<file path="src/logic/matrix_pkg.sv">
package matrix_pkg;

    // Digit on the display
    typedef logic [2:0] digit_t;

    // Index of the scanned row
    typedef logic [2:0] row_idx_t;

    // Row select or one colour plane
    typedef logic [7:0] line_t;

    localparam int unsigned NUM_ROWS = 8;
    localparam digit_t START_DIGIT = 3'd7;

    typedef enum logic [1:0]
    {
        IDLE,
        COUNT,
        DONE
    } cd_state_t;

endpackage

</file>
<file path="src/logic/glyph_if.sv">
interface glyph_if
    import matrix_pkg::*;
();

    digit_t   digit;
    row_idx_t row_idx;
    line_t    red;
    line_t    green;

    // Scanner side
    modport lookup (
        output digit,
        output row_idx,
        input  red,
        input  green
    );

    // Answered in the same cycle
    modport tbl (
        input  digit,
        input  row_idx,
        output red,
        output green
    );

endinterface

</file>
<file path="src/logic/tick_gen.sv">
module tick_gen #(
    parameter int unsigned SCAN_DIV = 4,
    parameter int unsigned SEC_DIV  = 128
) (
    input  logic clk,
    input  logic rst,
    output logic scan_tick,
    output logic sec_tick
);

    localparam int unsigned CW = $clog2(SEC_DIV);

    logic [CW-1:0] cnt;
    logic          cnt_wrap;
    logic          scan_hit;

    assign cnt_wrap = (cnt == CW'(SEC_DIV - 1));

    // Last cycle of each scan slot
    assign scan_hit = ((cnt % CW'(SCAN_DIV)) == CW'(SCAN_DIV - 1));

    always_ff @(posedge clk or posedge rst)
    begin
        if (rst)
        begin
            cnt       <= '0;
            scan_tick <= 1'b0;
            sec_tick  <= 1'b0;
        end
        else
        begin
            if (cnt_wrap)
                cnt <= '0;
            else
                cnt <= cnt + 1'b1;
            scan_tick <= scan_hit;
            sec_tick  <= cnt_wrap;  // Always lands with a scan tick
        end
    end

endmodule

</file>
<file path="src/logic/countdown_ctrl.sv">
module countdown_ctrl
    import matrix_pkg::*;
(
    input  logic   clk,
    input  logic   rst,
    input  logic   st,
    input  logic   sec_tick,
    output digit_t digit,
    output logic   show,
    output logic   done
);

    cd_state_t state;

    always_ff @(posedge clk or posedge rst)
    begin
        if (rst)
        begin
            state <= IDLE;
            digit <= START_DIGIT;
        end
        else if (!st)
        begin
            // Blank and reload in any state
            state <= IDLE;
            digit <= START_DIGIT;
        end
        else
        begin
            case (state)
                IDLE:
                begin
                    state <= COUNT;
                    digit <= START_DIGIT;
                end
                COUNT:
                begin
                    if (sec_tick)
                    begin
                        if (digit == '0)
                            state <= DONE;  // 0 has had its full second
                        else
                            digit <= digit - 1'b1;
                    end
                end
                DONE:
                    digit <= '0;
                default:
                    state <= IDLE;
            endcase
        end
    end

    assign show = (state == COUNT) || (state == DONE);
    assign done = (state == DONE);

endmodule

</file>
<file path="src/logic/glyph_rom.sv">
module glyph_rom
    import matrix_pkg::*;
(
    glyph_if.tbl g
);

    line_t pat;
    logic  red_on;
    logic  green_on;

    // Shape of each digit with one byte per row
    always_comb
    begin
        pat = '0;
        case (g.digit)
            3'd7:
                case (g.row_idx)
                    3'd1:    pat = 8'b0010_0010;
                    3'd2:    pat = 8'b0111_0111;
                    3'd3:    pat = 8'b1111_1111;
                    3'd4:    pat = 8'b0111_1111;
                    3'd5:    pat = 8'b0011_1110;
                    3'd6:    pat = 8'b0001_1100;
                    default: pat = '0;
                endcase
            3'd6:
                case (g.row_idx)
                    3'd0:    pat = 8'b0111_1000;
                    3'd1:    pat = 8'b1100_1100;
                    3'd2:    pat = 8'b0000_1100;
                    3'd3:    pat = 8'b0001_1000;
                    3'd4:    pat = 8'b0011_0000;
                    3'd6:    pat = 8'b0011_0000;
                    default: pat = '0;
                endcase
            3'd5:
                case (g.row_idx)
                    3'd1:       pat = 8'b0111_1110;
                    3'd2:       pat = 8'b0110_0000;
                    3'd3:       pat = 8'b0111_1100;
                    3'd4, 3'd5: pat = 8'b0000_0110;
                    3'd6:       pat = 8'b0110_0110;
                    3'd7:       pat = 8'b0011_1100;
                    default:    pat = '0;
                endcase
            3'd4:
                case (g.row_idx)
                    3'd1, 3'd6, 3'd7: pat = 8'b0000_1100;
                    3'd2:             pat = 8'b0001_1100;
                    3'd3:             pat = 8'b0010_1100;
                    3'd4:             pat = 8'b0100_1100;
                    3'd5:             pat = 8'b0111_1110;
                    default:          pat = '0;
                endcase
            3'd3:
                case (g.row_idx)
                    3'd1, 3'd7: pat = 8'b0011_1100;
                    3'd2, 3'd6: pat = 8'b0110_0110;
                    3'd3, 3'd5: pat = 8'b0000_0110;
                    3'd4:       pat = 8'b0001_1100;
                    default:    pat = '0;
                endcase
            3'd2:
                case (g.row_idx)
                    3'd1:    pat = 8'b0011_1100;
                    3'd2:    pat = 8'b0110_0110;
                    3'd3:    pat = 8'b0000_0110;
                    3'd4:    pat = 8'b0000_1100;
                    3'd5:    pat = 8'b0011_0000;
                    3'd6:    pat = 8'b0110_0000;
                    3'd7:    pat = 8'b0111_1110;
                    default: pat = '0;
                endcase
            3'd1:
                case (g.row_idx)
                    3'd1, 3'd2, 3'd4, 3'd5, 3'd6: pat = 8'b0001_1000;
                    3'd3:                         pat = 8'b0011_1000;
                    3'd7:                         pat = 8'b0111_1110;
                    default:                      pat = '0;
                endcase
            default:
                case (g.row_idx)
                    3'd1, 3'd7:                   pat = 8'b0011_1100;
                    3'd2, 3'd3, 3'd4, 3'd5, 3'd6: pat = 8'b0100_0010;
                    default:                      pat = '0;
                endcase
        endcase
    end

    // Colour of each digit
    always_comb
    begin
        case (g.digit)
            3'd6, 3'd5, 3'd4: {red_on, green_on} = 2'b10;
            3'd1, 3'd0:       {red_on, green_on} = 2'b01;
            default:          {red_on, green_on} = 2'b11;
        endcase
    end

    assign g.red   = red_on ? pat : '0;
    assign g.green = green_on ? pat : '0;

endmodule

</file>
<file path="src/logic/matrix_scan.sv">
module matrix_scan
    import matrix_pkg::*;
(
    input  logic   clk,
    input  logic   rst,
    input  logic   scan_tick,
    input  digit_t digit,
    input  logic   show,
    glyph_if.lookup g,
    output line_t  row,
    output line_t  colr,
    output line_t  colg
);

    row_idx_t row_cnt;

    // Glyph lookup for the row about to be driven
    assign g.digit   = digit;
    assign g.row_idx = row_cnt;

    always_ff @(posedge clk or posedge rst)
    begin
        if (rst)
        begin
            row     <= '1;
            colr    <= '0;
            colg    <= '0;
            row_cnt <= '0;
        end
        else if (!show)
        begin
            row     <= '1;  // All rows off
            colr    <= '0;
            colg    <= '0;
            row_cnt <= '0;
        end
        else if (scan_tick)
        begin
            row  <= ~(line_t'(1) << row_cnt);  // Active low
            colr <= g.red;
            colg <= g.green;
            if (row_cnt == row_idx_t'(NUM_ROWS - 1))
                row_cnt <= '0;
            else
                row_cnt <= row_cnt + 1'b1;
        end
    end

endmodule

</file>
<file path="src/logic/matrix_countdown_top.sv">
module matrix_countdown_top
    import matrix_pkg::*;
#(
    parameter int unsigned SCAN_DIV = 4,
    parameter int unsigned SEC_DIV  = 128  // Multiple of SCAN_DIV * NUM_ROWS
) (
    input  logic  clk,
    input  logic  rst,
    input  logic  st,
    output line_t row,
    output line_t colr,
    output line_t colg,
    output logic  done
);

    logic   scan_tick;
    logic   sec_tick;
    digit_t digit;
    logic   show;

    glyph_if g_if ();

    tick_gen #(
        .SCAN_DIV (SCAN_DIV),
        .SEC_DIV  (SEC_DIV)
    ) u_tick_gen (
        .clk       (clk),
        .rst       (rst),
        .scan_tick (scan_tick),
        .sec_tick  (sec_tick)
    );

    countdown_ctrl u_countdown_ctrl (
        .clk      (clk),
        .rst      (rst),
        .st       (st),
        .sec_tick (sec_tick),
        .digit    (digit),
        .show     (show),
        .done     (done)
    );

    matrix_scan u_matrix_scan (
        .clk       (clk),
        .rst       (rst),
        .scan_tick (scan_tick),
        .digit     (digit),
        .show      (show),
        .g         (g_if.lookup),
        .row       (row),
        .colr      (colr),
        .colg      (colg)
    );

    glyph_rom u_glyph_rom (
        .g (g_if.tbl)
    );

endmodule

</file>
<file path="config.mk">
export PLATFORM = sky130hd
export DESIGN_NAME = matrix_countdown_top
export DESIGN_NICKNAME = d
export VERILOG_FILES = /design/src/logic/matrix_pkg.sv /design/src/logic/glyph_if.sv /design/src/logic/tick_gen.sv /design/src/logic/countdown_ctrl.sv /design/src/logic/glyph_rom.sv /design/src/logic/matrix_scan.sv /design/src/logic/matrix_countdown_top.sv
export SDC_FILE = /design/constraint.sdc
export NUM_CORES = 1
export LEC_CHECK = 0
export BUFFER_PORTS_ARGS = -buffer_cell sky130_fd_sc_hd__buf_2
export CAP_MARGIN = 20
export CORE_UTILIZATION = 50
export CTS_CLUSTER_SIZE = 12
export DETAILED_ROUTE_END_ITERATION = 10
export PLACE_DENSITY = 0.7
export SETUP_SLACK_MARGIN = 0.15
export SKIP_CTS_REPAIR_TIMING = 1
export SYNTH_ARGS = -nofsm -noshare
export SYNTH_HDL_FRONTEND = slang
export SYNTH_SLANG_ARGS = --single-unit
</file>
<file path="constraint.sdc">
create_clock -name clk -period 2.9 [get_ports clk]
set_clock_uncertainty 0.2 [all_clocks]
set_input_delay 0.58 -clock clk [delete_from_list [all_inputs] [get_ports clk]]
set_output_delay 0.58 -clock clk [all_outputs]
set_load 0.02 [all_outputs]
</file>
-- Word level (Yosys, flattened, before mapping)
Cells that the tools add are included.
- bits in registers: 41
- latch bits: 0
- memory bits (writable): 0
- memory bits (read-only): 0
- logic and storage cells: 83
- memories: 0
- add/sub/neg operators: 3
- $mul: 0
- divide/modulo/power cells: 0
- magnitude comparators: 0
- eq/ne operators: 24
- shifts and indexed selects: 1
- muxes and demuxes: 29
- bitwise operators: 1
- reduce and logical (&&, ||, !) cells: 16
- operators with widths (operator ; number):
    2-to-1 mux 8 bit ; 8
    case mux 8 bit (7 select lines) ; 1
    case mux 7 bit (7 select lines) ; 1
    case mux 8 bit (6 select lines) ; 1
    case mux 7 bit (6 select lines) ; 1
    case mux 8 bit (5 select lines) ; 1
    case mux 7 bit (5 select lines) ; 1
    case mux 7 bit (4 select lines) ; 1
    equality test 3 bit, second input constant ; 8
    case mux 7 bit (3 select lines) ; 1
    2-to-1 mux 3 bit ; 6
    case mux 7 bit (2 select lines) ; 1
    equality test 3 x 2 -> 1 bit, second input constant ; 4
    OR reduction 2 bit ; 6
    OR reduction 5 bit ; 2
    case mux 3 bit (3 select lines) ; 1
    NOT 8 bit ; 1
    << shifter 1 x 3 -> 8 bit, first input constant ; 1
    adder 7 x 1 -> 7 bit, second input constant ; 1
    equality test 7 bit, second input constant ; 1
    2-to-1 mux 7 bit ; 1
    equality test 3 x 1 -> 1 bit, second input constant ; 2
    zero test 3 bit ; 2
    2-to-1 mux 2 bit ; 3
    other kinds (13) ; 18

-- Depth between registers and ports, before layout
Gate-level depths: netlist of the first run.
- depth after elaboration: 7
- mapped depth: 9
- gate-level depth less buffers: 7

-- Hierarchy
Synthesis of the first run repeated with hierarchy kept, for this count alone.
- cells, all modules: 332
- area, all modules: 3009.1 µm²
- by module, submodules not included (module ; instances ; cells each ; area an instance (µm²) ; sequential area each (µm²)):
    matrix_scan ; 1 ; 109 ; 1291.2 ; 685.7
    glyph_rom ; 1 ; 150 ; 934.6 ; 0.0
    countdown_ctrl ; 1 ; 43 ; 432.9 ; 128.9
    tick_gen ; 1 ; 30 ; 350.3 ; 225.2

-- Worst setup path before layout of the first run
Ideal clock, no wire load.
- path kind: reg-to-reg
- start point: reg u_matrix_scan.row_cnt[0] (netlist: u_matrix_scan.g.row_idx[0])
- end point: reg u_matrix_scan.colr[1]
- setup time: 0.122 ns
- data arrival time: 2.216 ns
- required time: 2.578 ns
- slack: 0.362 ns
- cell stages (with the launch flop): 10
- path buffers: 2
- period minus slack after synthesis: 2.538 ns
- cell sequence: dfrtp_1 -> ha_1 -> ha_1 -> buf_6 -> or2_1 -> buf_6 -> o21ai_2 -> nand2_1 -> or4_4 -> a32o_1
- word-level cells in the longest chain between the ends: 7
- ends and longest elaborated chain (element ; RTL line ; text):
    start, declared ; matrix_scan.sv:15 ; row_idx_t row_cnt;
    start signal, assigned ; matrix_scan.sv:45 ; row_cnt <= row_cnt + 1'b1;
    equality test 3 x 1 -> 1 bit, or another cell as far along ; - ;
    OR reduction 5 bit, or another cell as far along ; glyph_rom.sv:75 ; case (g.row_idx)
    case mux 7 bit (3 select lines), or another cell as far along ; glyph_rom.sv:75 ;
    case mux 8 bit (7 select lines) (*) ; glyph_rom.sv:15 ; case (g.digit)
    2-to-1 mux 8 bit (*) ; glyph_rom.sv:100 ; assign g.red = red_on ? pat : '0;
    2-to-1 mux 8 bit (*) ; matrix_scan.sv:37 ; else if (scan_tick)
    2-to-1 mux 8 bit (*) ; matrix_scan.sv:30 ; else if (!show)
    end signal, assigned ; matrix_scan.sv:40 ; colr <= g.red;
    end, declared ; matrix_scan.sv:11 ; output line_t colr,
Every way passes the cells marked *; elsewhere a longest branch is shown, timed or not. The select of a mux whose other input is x is not followed.
A chain may end at the register's enable or synchronous reset.

-- Final worst setup path of the first run
- start point: reg u_matrix_scan.row_cnt[0] (netlist: u_matrix_scan.g.row_idx[0])
- end point: reg u_matrix_scan.colg[3]
- word-level cells in the longest chain between the ends: 7
- ends and longest elaborated chain (element ; RTL line ; text):
    equality test 3 x 1 -> 1 bit, or another cell as far along ; - ;
    OR reduction 5 bit, or another cell as far along ; glyph_rom.sv:75 ;
    case mux 7 bit (3 select lines), or another cell as far along ; glyph_rom.sv:75 ;
    case mux 8 bit (7 select lines) (*) ; glyph_rom.sv:15 ;
    2-to-1 mux 8 bit (*) ; glyph_rom.sv:101 ; assign g.green = green_on ? pat : '0;
    2-to-1 mux 8 bit (*) ; matrix_scan.sv:37 ;
    2-to-1 mux 8 bit (*) ; matrix_scan.sv:30 ;
    end signal, assigned ; matrix_scan.sv:41 ; colg <= g.green;
    end, declared ; matrix_scan.sv:12 ; output line_t colg
Marked as above.

==> impl_results.md, run 1 <==
- Syn Area/Cell: 9.126 µm²
- DP Cell Count: 356
- Most used cell, CP: ha_1
- Final period utilization: around 90%
- Clock root buffer master: clkbuf_8
- Die W: 72.07 µm
- Post-synthesis sequential area ratio: roughly 42%
- Met2 usage: between 30% and 40%
- CP Cell Sequence: ha_1 -> ha_1 -> buf_4 -> or4_1 -> o311ai_0 -> a21oi_1 -> nor3_1 -> o21ai_0
- Post-synth top area share: 30.58%
- Detail Route Antenna Nets: 0
- Status: finished clean
- Peak supply drop: 0.3096 mV
- Asr flop ratio synth: 100.0%
- Core area: roughly 4700 µm²
- Via-to-Cell Ratio: 5.547
- Post-synth EDFFs: 0
- Clk buf depth: 2
- Arrival time of the worst setup path: 2.63 ns
- RSZ-0062 raised after global routing: no
- Initial antenna violation count: 0
- Worst hold-check path type: input pin to async pin
- R2R setup slack: between 0.2 and 0.25 ns
- Final Max Tran Viols: 0
- Slew margin rel.: 43.98%
- CTS H-Tree Depth: 2
- Final cell count without fillers: about 360
- Post-Syn Nets: 288
- Top Family by Delay on Critical Path: simple AND/OR/NAND/NOR gates
- Routed wire per std cell: 14.30 µm
- Worst r2r src: u_matrix_scan.g.row_idx[0]
- Startpoint types: flip-flop
- CP required: around 2.9 ns
- CTS tree: built
- Sinks on Clock Net: 41
- Top-count cell post-synth: nand2_1
- Met3 Track Usage GR: 5.000%
- Max FO, Critical Path: 10
- Highest Clock Rate: roughly 370 MHz
- DR vias: 2019
- # DRC: 0
- Commonest cells in the netlist: 43 x nand2_1, 30 x dfrtp_1, 22 x o21ai_0
- Overflow after GRT: 0
- First DRT Iteration DRCs: 150
- MaxCap Viol Count: 0
- Reg2reg path depth: 8
- Met1 Use GR: 31.04%
- Area leader, netlist: dfrtp_1
- Port Buffer Count: 27
- WP buf/inv: 1
- TNS Setup: 0 ns
- Initial Util: 51.97%
- Detailed placement HPWL: 3850 µm
- Die ar.: between 5000 and 6000 µm²
- Flops & latches, synth: 41
- GR Util All Layers: 22.39%
- Busiest grt layer: met2
- Count of cell types in the netlist: 52
- Ys Warns: 0
- Least-Margin Pin Slew: 0.8191 ns
- Share of post-route cells with drive strength above 1: about a quarter
- # setup viols final: 0
- Final WL: 5204 µm
- Kind of critical path: flip-flop to flip-flop
- CTS Buf Count: 5
- Post-Synthesis Cells: 269
- Ant diodes: 0
- Critical R2R Capture: u_matrix_scan.colg[3]
- Post-synthesis cell area: 2455 µm²
- Tmin final: 2.667 ns
- Row Count: 25
- Vias in the first global route: ~1900
- Syn-to-layout area delta: 11.77%
- 1st-pass router iterations: 4
- Top_reg_cell synth: dfrtp_1
- Cell Pwr Density: 850.0 nW/µm²
- DIE HEIGHT: 72.07 µm
- Largest net degree at the start of global routing: 42
- I/O Pins: 28
- Gp weighted congestion: between 0.9 and 1
- Global-route wire length before repair: 8983 µm
- Clock transition at the registers of the reported paths: 0.08 ns
- Clk_lat worst skew: 0.30 ns
- Slowest cell on crit path: or4_1
- Synth area leaders: dfrtp_1 31%, dfstp_2 12%, ha_1 8.2%
- Critical path endpoint category: flip-flop
- Fin. Hold Viols: 0
- Fin nets: 315
- Slowest stage delay, CP: approximately 0.52 ns
- LEAKAGE: around 1.2 nW
-- flip-flops by register name (all words and copies together), names as in the netlist --
name and flops:
u_matrix_scan.colr 8, u_countdown_ctrl.state 2, u_matrix_scan.row 8, u_tick_gen.scan_tick 1, u_countdown_ctrl.digit 3, u_matrix_scan.g.row_idx 3
u_tick_gen.cnt 7, u_matrix_scan.colg 8, u_tick_gen.sec_tick 1
-- stage by stage --
step	area (µm²)	worst slack (ns)	power (mW)	hold WS, ns	util (%)
global placement	2649	0.2525	1.943	0.2511	56.08
CTS	2731	0.2080	2.321	0.2096	57.83
floorplan	2455	0.3620	1.675	0.2329	-
finish	2744	0.2331	2.332	0.1998	58.09
global route	2744	0.1521	2.512	0.2384	58.09
detailed placement	2649	0.2286	1.956	0.2519	56.08
-- per-layer routing --
layer / share of wire, % / up-vias
met5: 0 / -
met4: 1.7 / 0
met3: 6.0 / 9
met2: 45 / 79
met1: 47 / 941
li1: - / 990
-- how the worst max path moves through the flow --
stage / startpoint / end / cells after the start
after floorplan: u_matrix_scan.g.row_idx[0] / u_matrix_scan.colr[1] / 9
after global placement: u_countdown_ctrl.digit[0] / u_matrix_scan.colr[1] / 5
after detailed placement: u_matrix_scan.g.row_idx[0] / u_matrix_scan.colr[1] / 7
after CTS: u_matrix_scan.g.row_idx[0] / u_matrix_scan.colg[3] / 8
after global routing: u_matrix_scan.g.row_idx[0] / u_matrix_scan.colg[2] / 7
final: u_matrix_scan.g.row_idx[0] / u_matrix_scan.colg[3] / 8
-- cell type report --
cell class              instances  area [µm²]
clock buffers                   6       72.57
clock inverters                 2       10.01
fillers                       441        1979
inverters                      11       41.29
multi-input cells             201        1292
flip-flops and latches         41        1041
well taps                      67       83.83
repair buffers                 36       202.7
-- where the power goes --
part	leakage, nW	internal, mW	switching, mW
Clock	0.0450	0.167	0.187
Combinational	0.686	0.437	0.744
Sequential	0.513	0.692	0.106
-- cells by family after synthesis --
kind of cell,synth area share [%]
buffers and inverters,5.453
DFF,42.35
AOI/OAI and AO/OA,18.45
xor gates and xnor gates,1.784
and+or+nand+nor,21.25
adders and majority gates,8.155
muxes,2.548
-- worst register-to-register path, cell delays in order, from the launching register on --
cell,delay (ns)
dfrtp_2,0.47
ha_1,0.26
ha_1,0.26
buf_4,0.20
or4_1,0.52
o311ai_0,0.10
a21oi_1,0.12
nor3_1,0.29
o21ai_0,0.14
-- cell usage in the layout (no fill, tap or decap), drive strengths merged, types with 3 or more instances in the layout --
cell      n
a2111oi   3
mux2i     4
dfrtp    30
and2      4
nand2    43
o21ai    28
buf      36
xor2      3
clkbuf    6
nand3     6
o22ai     3
a22o      3
nor2     19
a21oi    14
nor4      4
a32o      4
nor2b     6
nor3     10
ha       16
o31ai     4
inv      11
dfstp    11
No activity file was read; power rests on OpenSTA's default activity.
==> run 2, diff against run 1 <==
- HOLD_SLACK_MARGIN: unset -> 0.06
- SKIP_LAST_GASP: unset -> 1
- clock period: 2.9 -> 2.6 ns (I/O delays scaled with it)
==> run 2 against run 1 <==
First-iteration DRC count down 23%; sequential cell count stayed put; wire length is 11% higher; count of clock-buffer cells in the layout shrank 1; die area unchanged; global-route usage is 1.1 points higher; clock power is 69% higher; non-clock buffer count rose by 24; hold slack lost 0.095 ns.
==> impl_results.md, run 2 (synthesis results as in run 1) <==
- Clk_lat worst skew: 0.29 ns (was 0.30 ns)
- Global-route wire length before repair: 9335 µm (was 8983 µm)
- Least-Margin Pin Slew: 0.6600 ns (was 0.8191 ns)
- Clock transition at the registers of the reported paths: 0.08 ns (about the same)
- # setup viols final: 0 (unchanged)
- Ant diodes: 0 (unchanged)
- Routed wire per std cell: 14.85 µm (was 14.30 µm)
- Die W: 72.07 µm (unchanged)
- Peak supply drop: 0.4628 mV (was 0.3096 mV)
- Fin. Hold Viols: 0 (unchanged)
- Most common cell after layout, fill and taps aside: nand2_1 (unchanged)
- Max FO, Critical Path: 8 (was 10)
- Final period utilization: 92.22% (was 91.96%)
- Startpoint types: flip-flop (unchanged)
- Met1 wire length: 2557 µm (was 2463 µm)
- Commonest cells after routing, fill and taps aside: 42 x nand2_1, 33 x buf_4, 28 x dfrtp_1 (was 43 x nand2_1, 29 x dfrtp_1, 27 x buf_2)
- Highest Clock Rate: 417.1 MHz (was 375.0 MHz)
- Sw Share: 40.64% (was 44.46%)
- Arrival time of the worst setup path: 2.38 ns (was 2.63 ns)
- GR Util All Layers: 23.44% (was 22.39%)
- Clk buf depth: 2 (unchanged)
- Met3 wire length: 377 µm (was 311 µm)
- DR vias: 2142 (was 2019)
- Port Buffer Count: 27 (unchanged)
- Gate power share: 53.4% (was 50.6%)
- Die ar.: 5194 µm² (unchanged)
- Int Power: 1.854 mW (was 1.295 mW)
- Gp weighted congestion: 0.9200 (was 0.9505)
- Slew margin rel.: 55.95% (was 43.98%)
- P_sw: 1.269 mW (was 1.037 mW)
- Clock Power Share: 19.1% (was 15.2%)
- First DRT Iteration DRCs: 115 (was 150)
- Final hold slack: 0.1048 ns (was 0.1998 ns)
- Row Count: 25 (unchanged)
- CTS tree: built (unchanged)
- Syn-to-layout area delta: 26.10% (was 11.77%)
- Seq pwr share: 27.5% (was 34.2%)
- TNS Setup: 0 ns (unchanged)
- Status: finished clean (unchanged)
- DIE HEIGHT: 72.07 µm (unchanged)
- Largest net degree at the start of global routing: 23 (was 42)
- CTS Buf Count: 5 (unchanged)
- Cell Pwr Density: 1009 nW/µm² (was 850.0 nW/µm²)
- Clock root buffer master: clkbuf_8 (unchanged)
- CP required: 2.58 ns (was 2.86 ns)
- Fill count: 398 (was 441)
- Tmin final: 2.398 ns (was 2.667 ns)
- Critical path endpoint category: flip-flop (unchanged)
- Kind of critical path: flip-flop to flip-flop (unchanged)
- Initial Util: 51.97% (unchanged)
- Initial antenna violation count: 0 (unchanged)
- Max layer used: met4 (unchanged)
- MaxCap Viol Count: 0 (unchanged)
- WL met2: 2719 µm (was 2341 µm)
- Final Max Tran Viols: 0 (unchanged)
- LEAKAGE: 1.397 nW (was 1.245 nW)
- Via-to-Cell Ratio: 5.521 (was 5.547)
- RSZ-0062 raised after global routing: no (unchanged)
- 1st-pass router iterations: 4 (unchanged)
- R2R setup slack: 0.20 ns (was 0.23 ns)
- I/O Pins: 28 (unchanged)
- Core area: 4723 µm² (unchanged)
- Detail Route Antenna Nets: 0 (unchanged)
- Largest regs: u_matrix_scan.colg (8), u_matrix_scan.colr (8), u_matrix_scan.row (8) (unchanged)
- Detailed placement HPWL: 4217 µm (was 3850 µm)
- Vias in the first global route: 1933 (was 1906)
- Sinks on Clock Net: 41 (unchanged)
- Fin nets: 339 (was 315)
- CTS H-Tree Depth: 2 (unchanged)
- Worst hold-check path type: input pin to async pin (unchanged)
- Share of post-route cells with drive strength above 1: 34.27% (was 23.91%)
- Final WL: 5762 µm (was 5204 µm)
- Overflow after GRT: 0 (unchanged)
- # DRC: 0 (unchanged)
run 2: area by class of cell:
class / count / area [µm²] / share of cell area, %
sequential: 41 / 1042 / 33.67
multi-input combinational: 201 / 1411 / 45.59
timing repair buffer: 60 / 382.9 / 12.37
inverter: 11 / 41.29 / 1.334
clock buffer: 5 / 68.82 / 2.223
clock inverter: 3 / 65.06 / 2.102
tap: 67 / 83.83 / 2.708
run 2: through the flow:
stage / setup WS, ns / cell area (µm²) / std cells / power, mW / util, %
finish: 0.2022 / 3095 / 388 / 3.123 / 65.54
global placement: 0.1583 / 2803 / 373 / 2.332 / 59.34
detailed placement: 0.1029 / 2803 / 373 / 2.352 / 59.34
global route: 0.1424 / 3095 / 388 / 3.345 / 65.54
CTS: 0.02695 / 2937 / 381 / 2.967 / 62.17
floorplan: 0.1670 / 2481 / 269 / 1.873 / -
run 2: final timing paths:
check                                           startpoint                          to  depth (start not counted)
worst min-delay path                                   rst  u_matrix_scan.g.row_idx[2]                          2
min in group clk                                        st   u_countdown_ctrl.digit[1]                          2
max in group asynchronous                              rst   u_countdown_ctrl.digit[2]                          3
worst max-delay path            u_matrix_scan.g.row_idx[1]       u_matrix_scan.colr[1]                          7
worst min register to register           u_tick_gen.cnt[0]           u_tick_gen.cnt[0]                          1
worst max register to register  u_matrix_scan.g.row_idx[1]       u_matrix_scan.colr[1]                          7
run 2: power groups by stage:
stage / Sequential, mW / Combinational [mW] / Clock [mW]
3_5_place_dp: 0.875 / 1.48 / 0
4_1_cts: 0.863 / 1.49 / 0.612
6_report: 0.858 / 1.67 / 0.598
3_3_place_gp: 0.865 / 1.47 / 0
2_1_floorplan: 0.955 / 0.918 / 0
5_1_grt: 0.876 / 1.82 / 0.645
run 2: critical path: stages (launching register included):
cell and delay [ns]:
dfrtp_2 0.43, inv_1 0.09, ha_1 0.19, buf_4 0.17, nor4_4 0.27, o21ai_2 0.11
or4_4 0.56, a32o_2 0.26
run 2: routing by layer:
layer	up-vias	GRT usage [%]
li1	1050	-
met1	997	31.63
met2	85	36.14
met3	10	5.833
met4	0	9.586
met5	-	0
==> run 3, diff against run 2 <==
--- a/config.mk
+++ b/config.mk
@@ -7,5 +7,5 @@
 export LEC_CHECK = 0
 export BUFFER_PORTS_ARGS = -buffer_cell sky130_fd_sc_hd__buf_2
-export CAP_MARGIN = 20
+export CAP_MARGIN = 15
 export CORE_UTILIZATION = 50
 export CTS_CLUSTER_SIZE = 12
==> constraint.sdc (replaced) <==
create_clock -name clk -period 2.6 [get_ports clk]
set_clock_uncertainty 0.2 [all_clocks]
set_input_delay 0.13 -clock clk [delete_from_list [all_inputs] [get_ports clk]]
set_output_delay 0.13 -clock clk [all_outputs]
set_load 0.02 [all_outputs]
==> run 3 against run 2 <==
Global-route usage is 0.42 points lower; core utilization is 0.87 points lower; setup slack worse by 0.018 ns.
==> impl_results.md, run 3 (synthesis results as in run 1) <==
- Status: finished clean (unchanged)
- Ant diodes: 0 (unchanged)
- Initial antenna violation count: 0 (unchanged)
- MaxCap Viol Count: 0 (unchanged)
- GR Util All Layers: 23.02% (was 23.44%)
- Least-Margin Pin Slew: 0.7800 ns (was 0.6600 ns)
- Worst setup path endpoint: u_matrix_scan.colr[1] (unchanged)
- Largest regs: u_matrix_scan.colg (8), u_matrix_scan.colr (8), u_matrix_scan.row (8) (unchanged)
- DIE HEIGHT: 72.07 µm (unchanged)
- Max FO, Critical Path: 6 (was 8)
- Int Power: 1.784 mW (was 1.854 mW)
- Final WL: 5872 µm (was 5762 µm)
- CTS tree: built (unchanged)
- Port Buffer Count: 27 (unchanged)
- Clock root buffer master: clkbuf_8 (unchanged)
- I/O Pins: 28 (unchanged)
- Cell Pwr Density: 998.8 nW/µm² (was 1009 nW/µm²)
- Worst hold-check path type: flip-flop to flip-flop (was input pin to async pin)
- Critical R2R Capture: u_matrix_scan.colr[1] (unchanged)
- Share of post-route cells with drive strength above 1: 32.92% (was 34.27%)
- Fin. Hold Viols: 0 (unchanged)
- Gp weighted congestion: 0.9829 (was 0.9200)
- Vias in the first global route: 1901 (was 1933)
- RSZ-0062 raised after global routing: yes (was no)
- # DRC: 0 (unchanged)
- Critical path launch point: u_countdown_ctrl.digit[0] (was u_matrix_scan.g.row_idx[1])
- Commonest cells after routing, fill and taps aside: 42 x nand2_1, 27 x buf_2, 27 x buf_4, 27 x dfrtp_1, 21 x o21ai_0 (was 42 x nand2_1, 33 x buf_4, 28 x dfrtp_1)
- Gate power share: 54.1% (was 53.4%)
- CP Cell Sequence: inv_2 -> ha_1 -> buf_4 -> and2b_2 -> o21ai_2 -> nand2_1 -> or4_4 -> a32o_1 (was inv_1 -> ha_1 -> buf_4 -> nor4_4 -> o21ai_2 -> or4_4 -> a32o_2)
- Die W: 72.07 µm (unchanged)
- TNS Setup: 0 ns (unchanged)
- Die ar.: 5194 µm² (unchanged)
- Syn-to-layout area delta: 24.41% (was 26.10%)
- R2R setup slack: 0.18 ns (was 0.20 ns)
- Most common cell after layout, fill and taps aside: nand2_1 (unchanged)
- Via-to-Cell Ratio: 5.570 (was 5.521)
- Overflow after GRT: 0 (unchanged)
- Arrival time of the worst setup path: 2.40 ns (was 2.38 ns)
- Final Max Tran Viols: 0 (unchanged)
- Reg2reg path depth: 8 (was 7)
- Clock Power Share: 17.1% (was 19.1%)
- Final period utilization: 92.92% (was 92.22%)
- Highest Clock Rate: 413.9 MHz (was 417.1 MHz)
- Tot Pwr: 3.051 mW (was 3.123 mW)
- P_sw: 1.267 mW (was 1.269 mW)
- Startpoint types: flip-flop (unchanged)
- LEAKAGE: 1.368 nW (was 1.397 nW)
- Slowest stage delay, CP: 0.59 ns (was 0.56 ns)
- Kind of critical path: flip-flop to flip-flop (unchanged)
- Routed wire per std cell: 15.21 µm (was 14.85 µm)
- Tmin final: 2.416 ns (was 2.398 ns)
- DR vias: 2150 (was 2142)
- 1st-pass router iterations: 4 (unchanged)
- Clock transition at the registers of the reported paths: 0.08 ns (about the same)
- Slowest cell on crit path: dfstp_2 (was or4_4)
- Seq pwr share: 28.8% (was 27.5%)
- Largest net degree at the start of global routing: 24 (was 23)
- Initial Util: 51.97% (unchanged)
- CTS H-Tree Depth: 2 (unchanged)
- CP required: 2.58 ns (about the same)
- Detailed placement HPWL: 4197 µm (was 4217 µm)
- # setup viols final: 0 (unchanged)
- Core area: 4723 µm² (unchanged)
- Clk_lat worst skew: 0.29 ns (about the same)
- Critical path endpoint category: flip-flop (unchanged)
- Clk buf depth: 2 (unchanged)
- Detail Route Antenna Nets: 0 (unchanged)
- Sw Share: 41.53% (was 40.64%)
- Global-route wire length before repair: 9232 µm (was 9335 µm)
- Slew margin rel.: 47.94% (was 55.95%)
- Sinks on Clock Net: 41 (unchanged)
- Worst r2r src: u_countdown_ctrl.digit[0] (was u_matrix_scan.g.row_idx[1])
- Worst hold start: u_tick_gen.cnt[0]
- CTS Buf Count: 5 (unchanged)
- Row Count: 25 (unchanged)
- Peak supply drop: 0.4245 mV (was 0.4628 mV)
- Final hold slack: 0.2595 ns (was 0.1048 ns)
- Fin nets: 337 (was 339)
- First DRT Iteration DRCs: 95 (was 115)
## run 3: final cells by class
cell class | instances | area, µm²
clock buffers | 7 | 86.33
clock inverters | 1 | 30.03
fillers | 412 | 1669
inverters | 11 | 41.29
multi-input cells | 201 | 1386
flip-flops and latches | 41 | 1044
well taps | 67 | 83.83
repair buffers | 58 | 382.9
## run 3: layer usage
metal  GRT usage (%)  share of wire (%)
met4           6.536                1.4
met1           31.60                 46
met5               0                  0
met2           36.55                 48
met3           5.278                4.9
## run 3: power groups by stage
| stage | Sequential (mW) | Combinational [mW] | Clock, mW |
|---|---|---|---|
| floorplan | 0.955 | 0.918 | 0 |
| global placement | 0.876 | 1.48 | 0 |
| detailed placement | 0.889 | 1.47 | 0 |
| CTS | 0.876 | 1.48 | 0.538 |
| global route | 0.891 | 1.79 | 0.566 |
| finish | 0.877 | 1.65 | 0.522 |
## run 3: worst min-delay path by stage
stage	endpoint	cells after the start
after CTS	u_matrix_scan.colr[6]	2
after global placement	u_matrix_scan.colr[5]	2
after global routing	u_tick_gen.cnt[0]	1
after detailed placement	u_matrix_scan.colg[2]	2
after floorplan	u_countdown_ctrl.digit[1]	1
final	u_tick_gen.cnt[0]	1
## run 3: metrics by stage
step	std cells	area [µm²]	setup slack, ns	utilization (%)
after floorplan	269	2481	0.1670	-
after global placement	371	2800	0.1274	59.28
after detailed placement	371	2800	0.08190	59.28
after CTS	379	2917	0.07297	61.75
after global routing	386	3054	0.09139	64.66
final	386	3054	0.1841	64.66
## run 3: worst max-delay path: cells and delay by family, from the launching register on
family,cells,cell delay (ns)
compound gates,2,0.32
simple gates,3,0.75
flops,1,0.59
fa+ha+maj,1,0.21
buf+inv,2,0.23
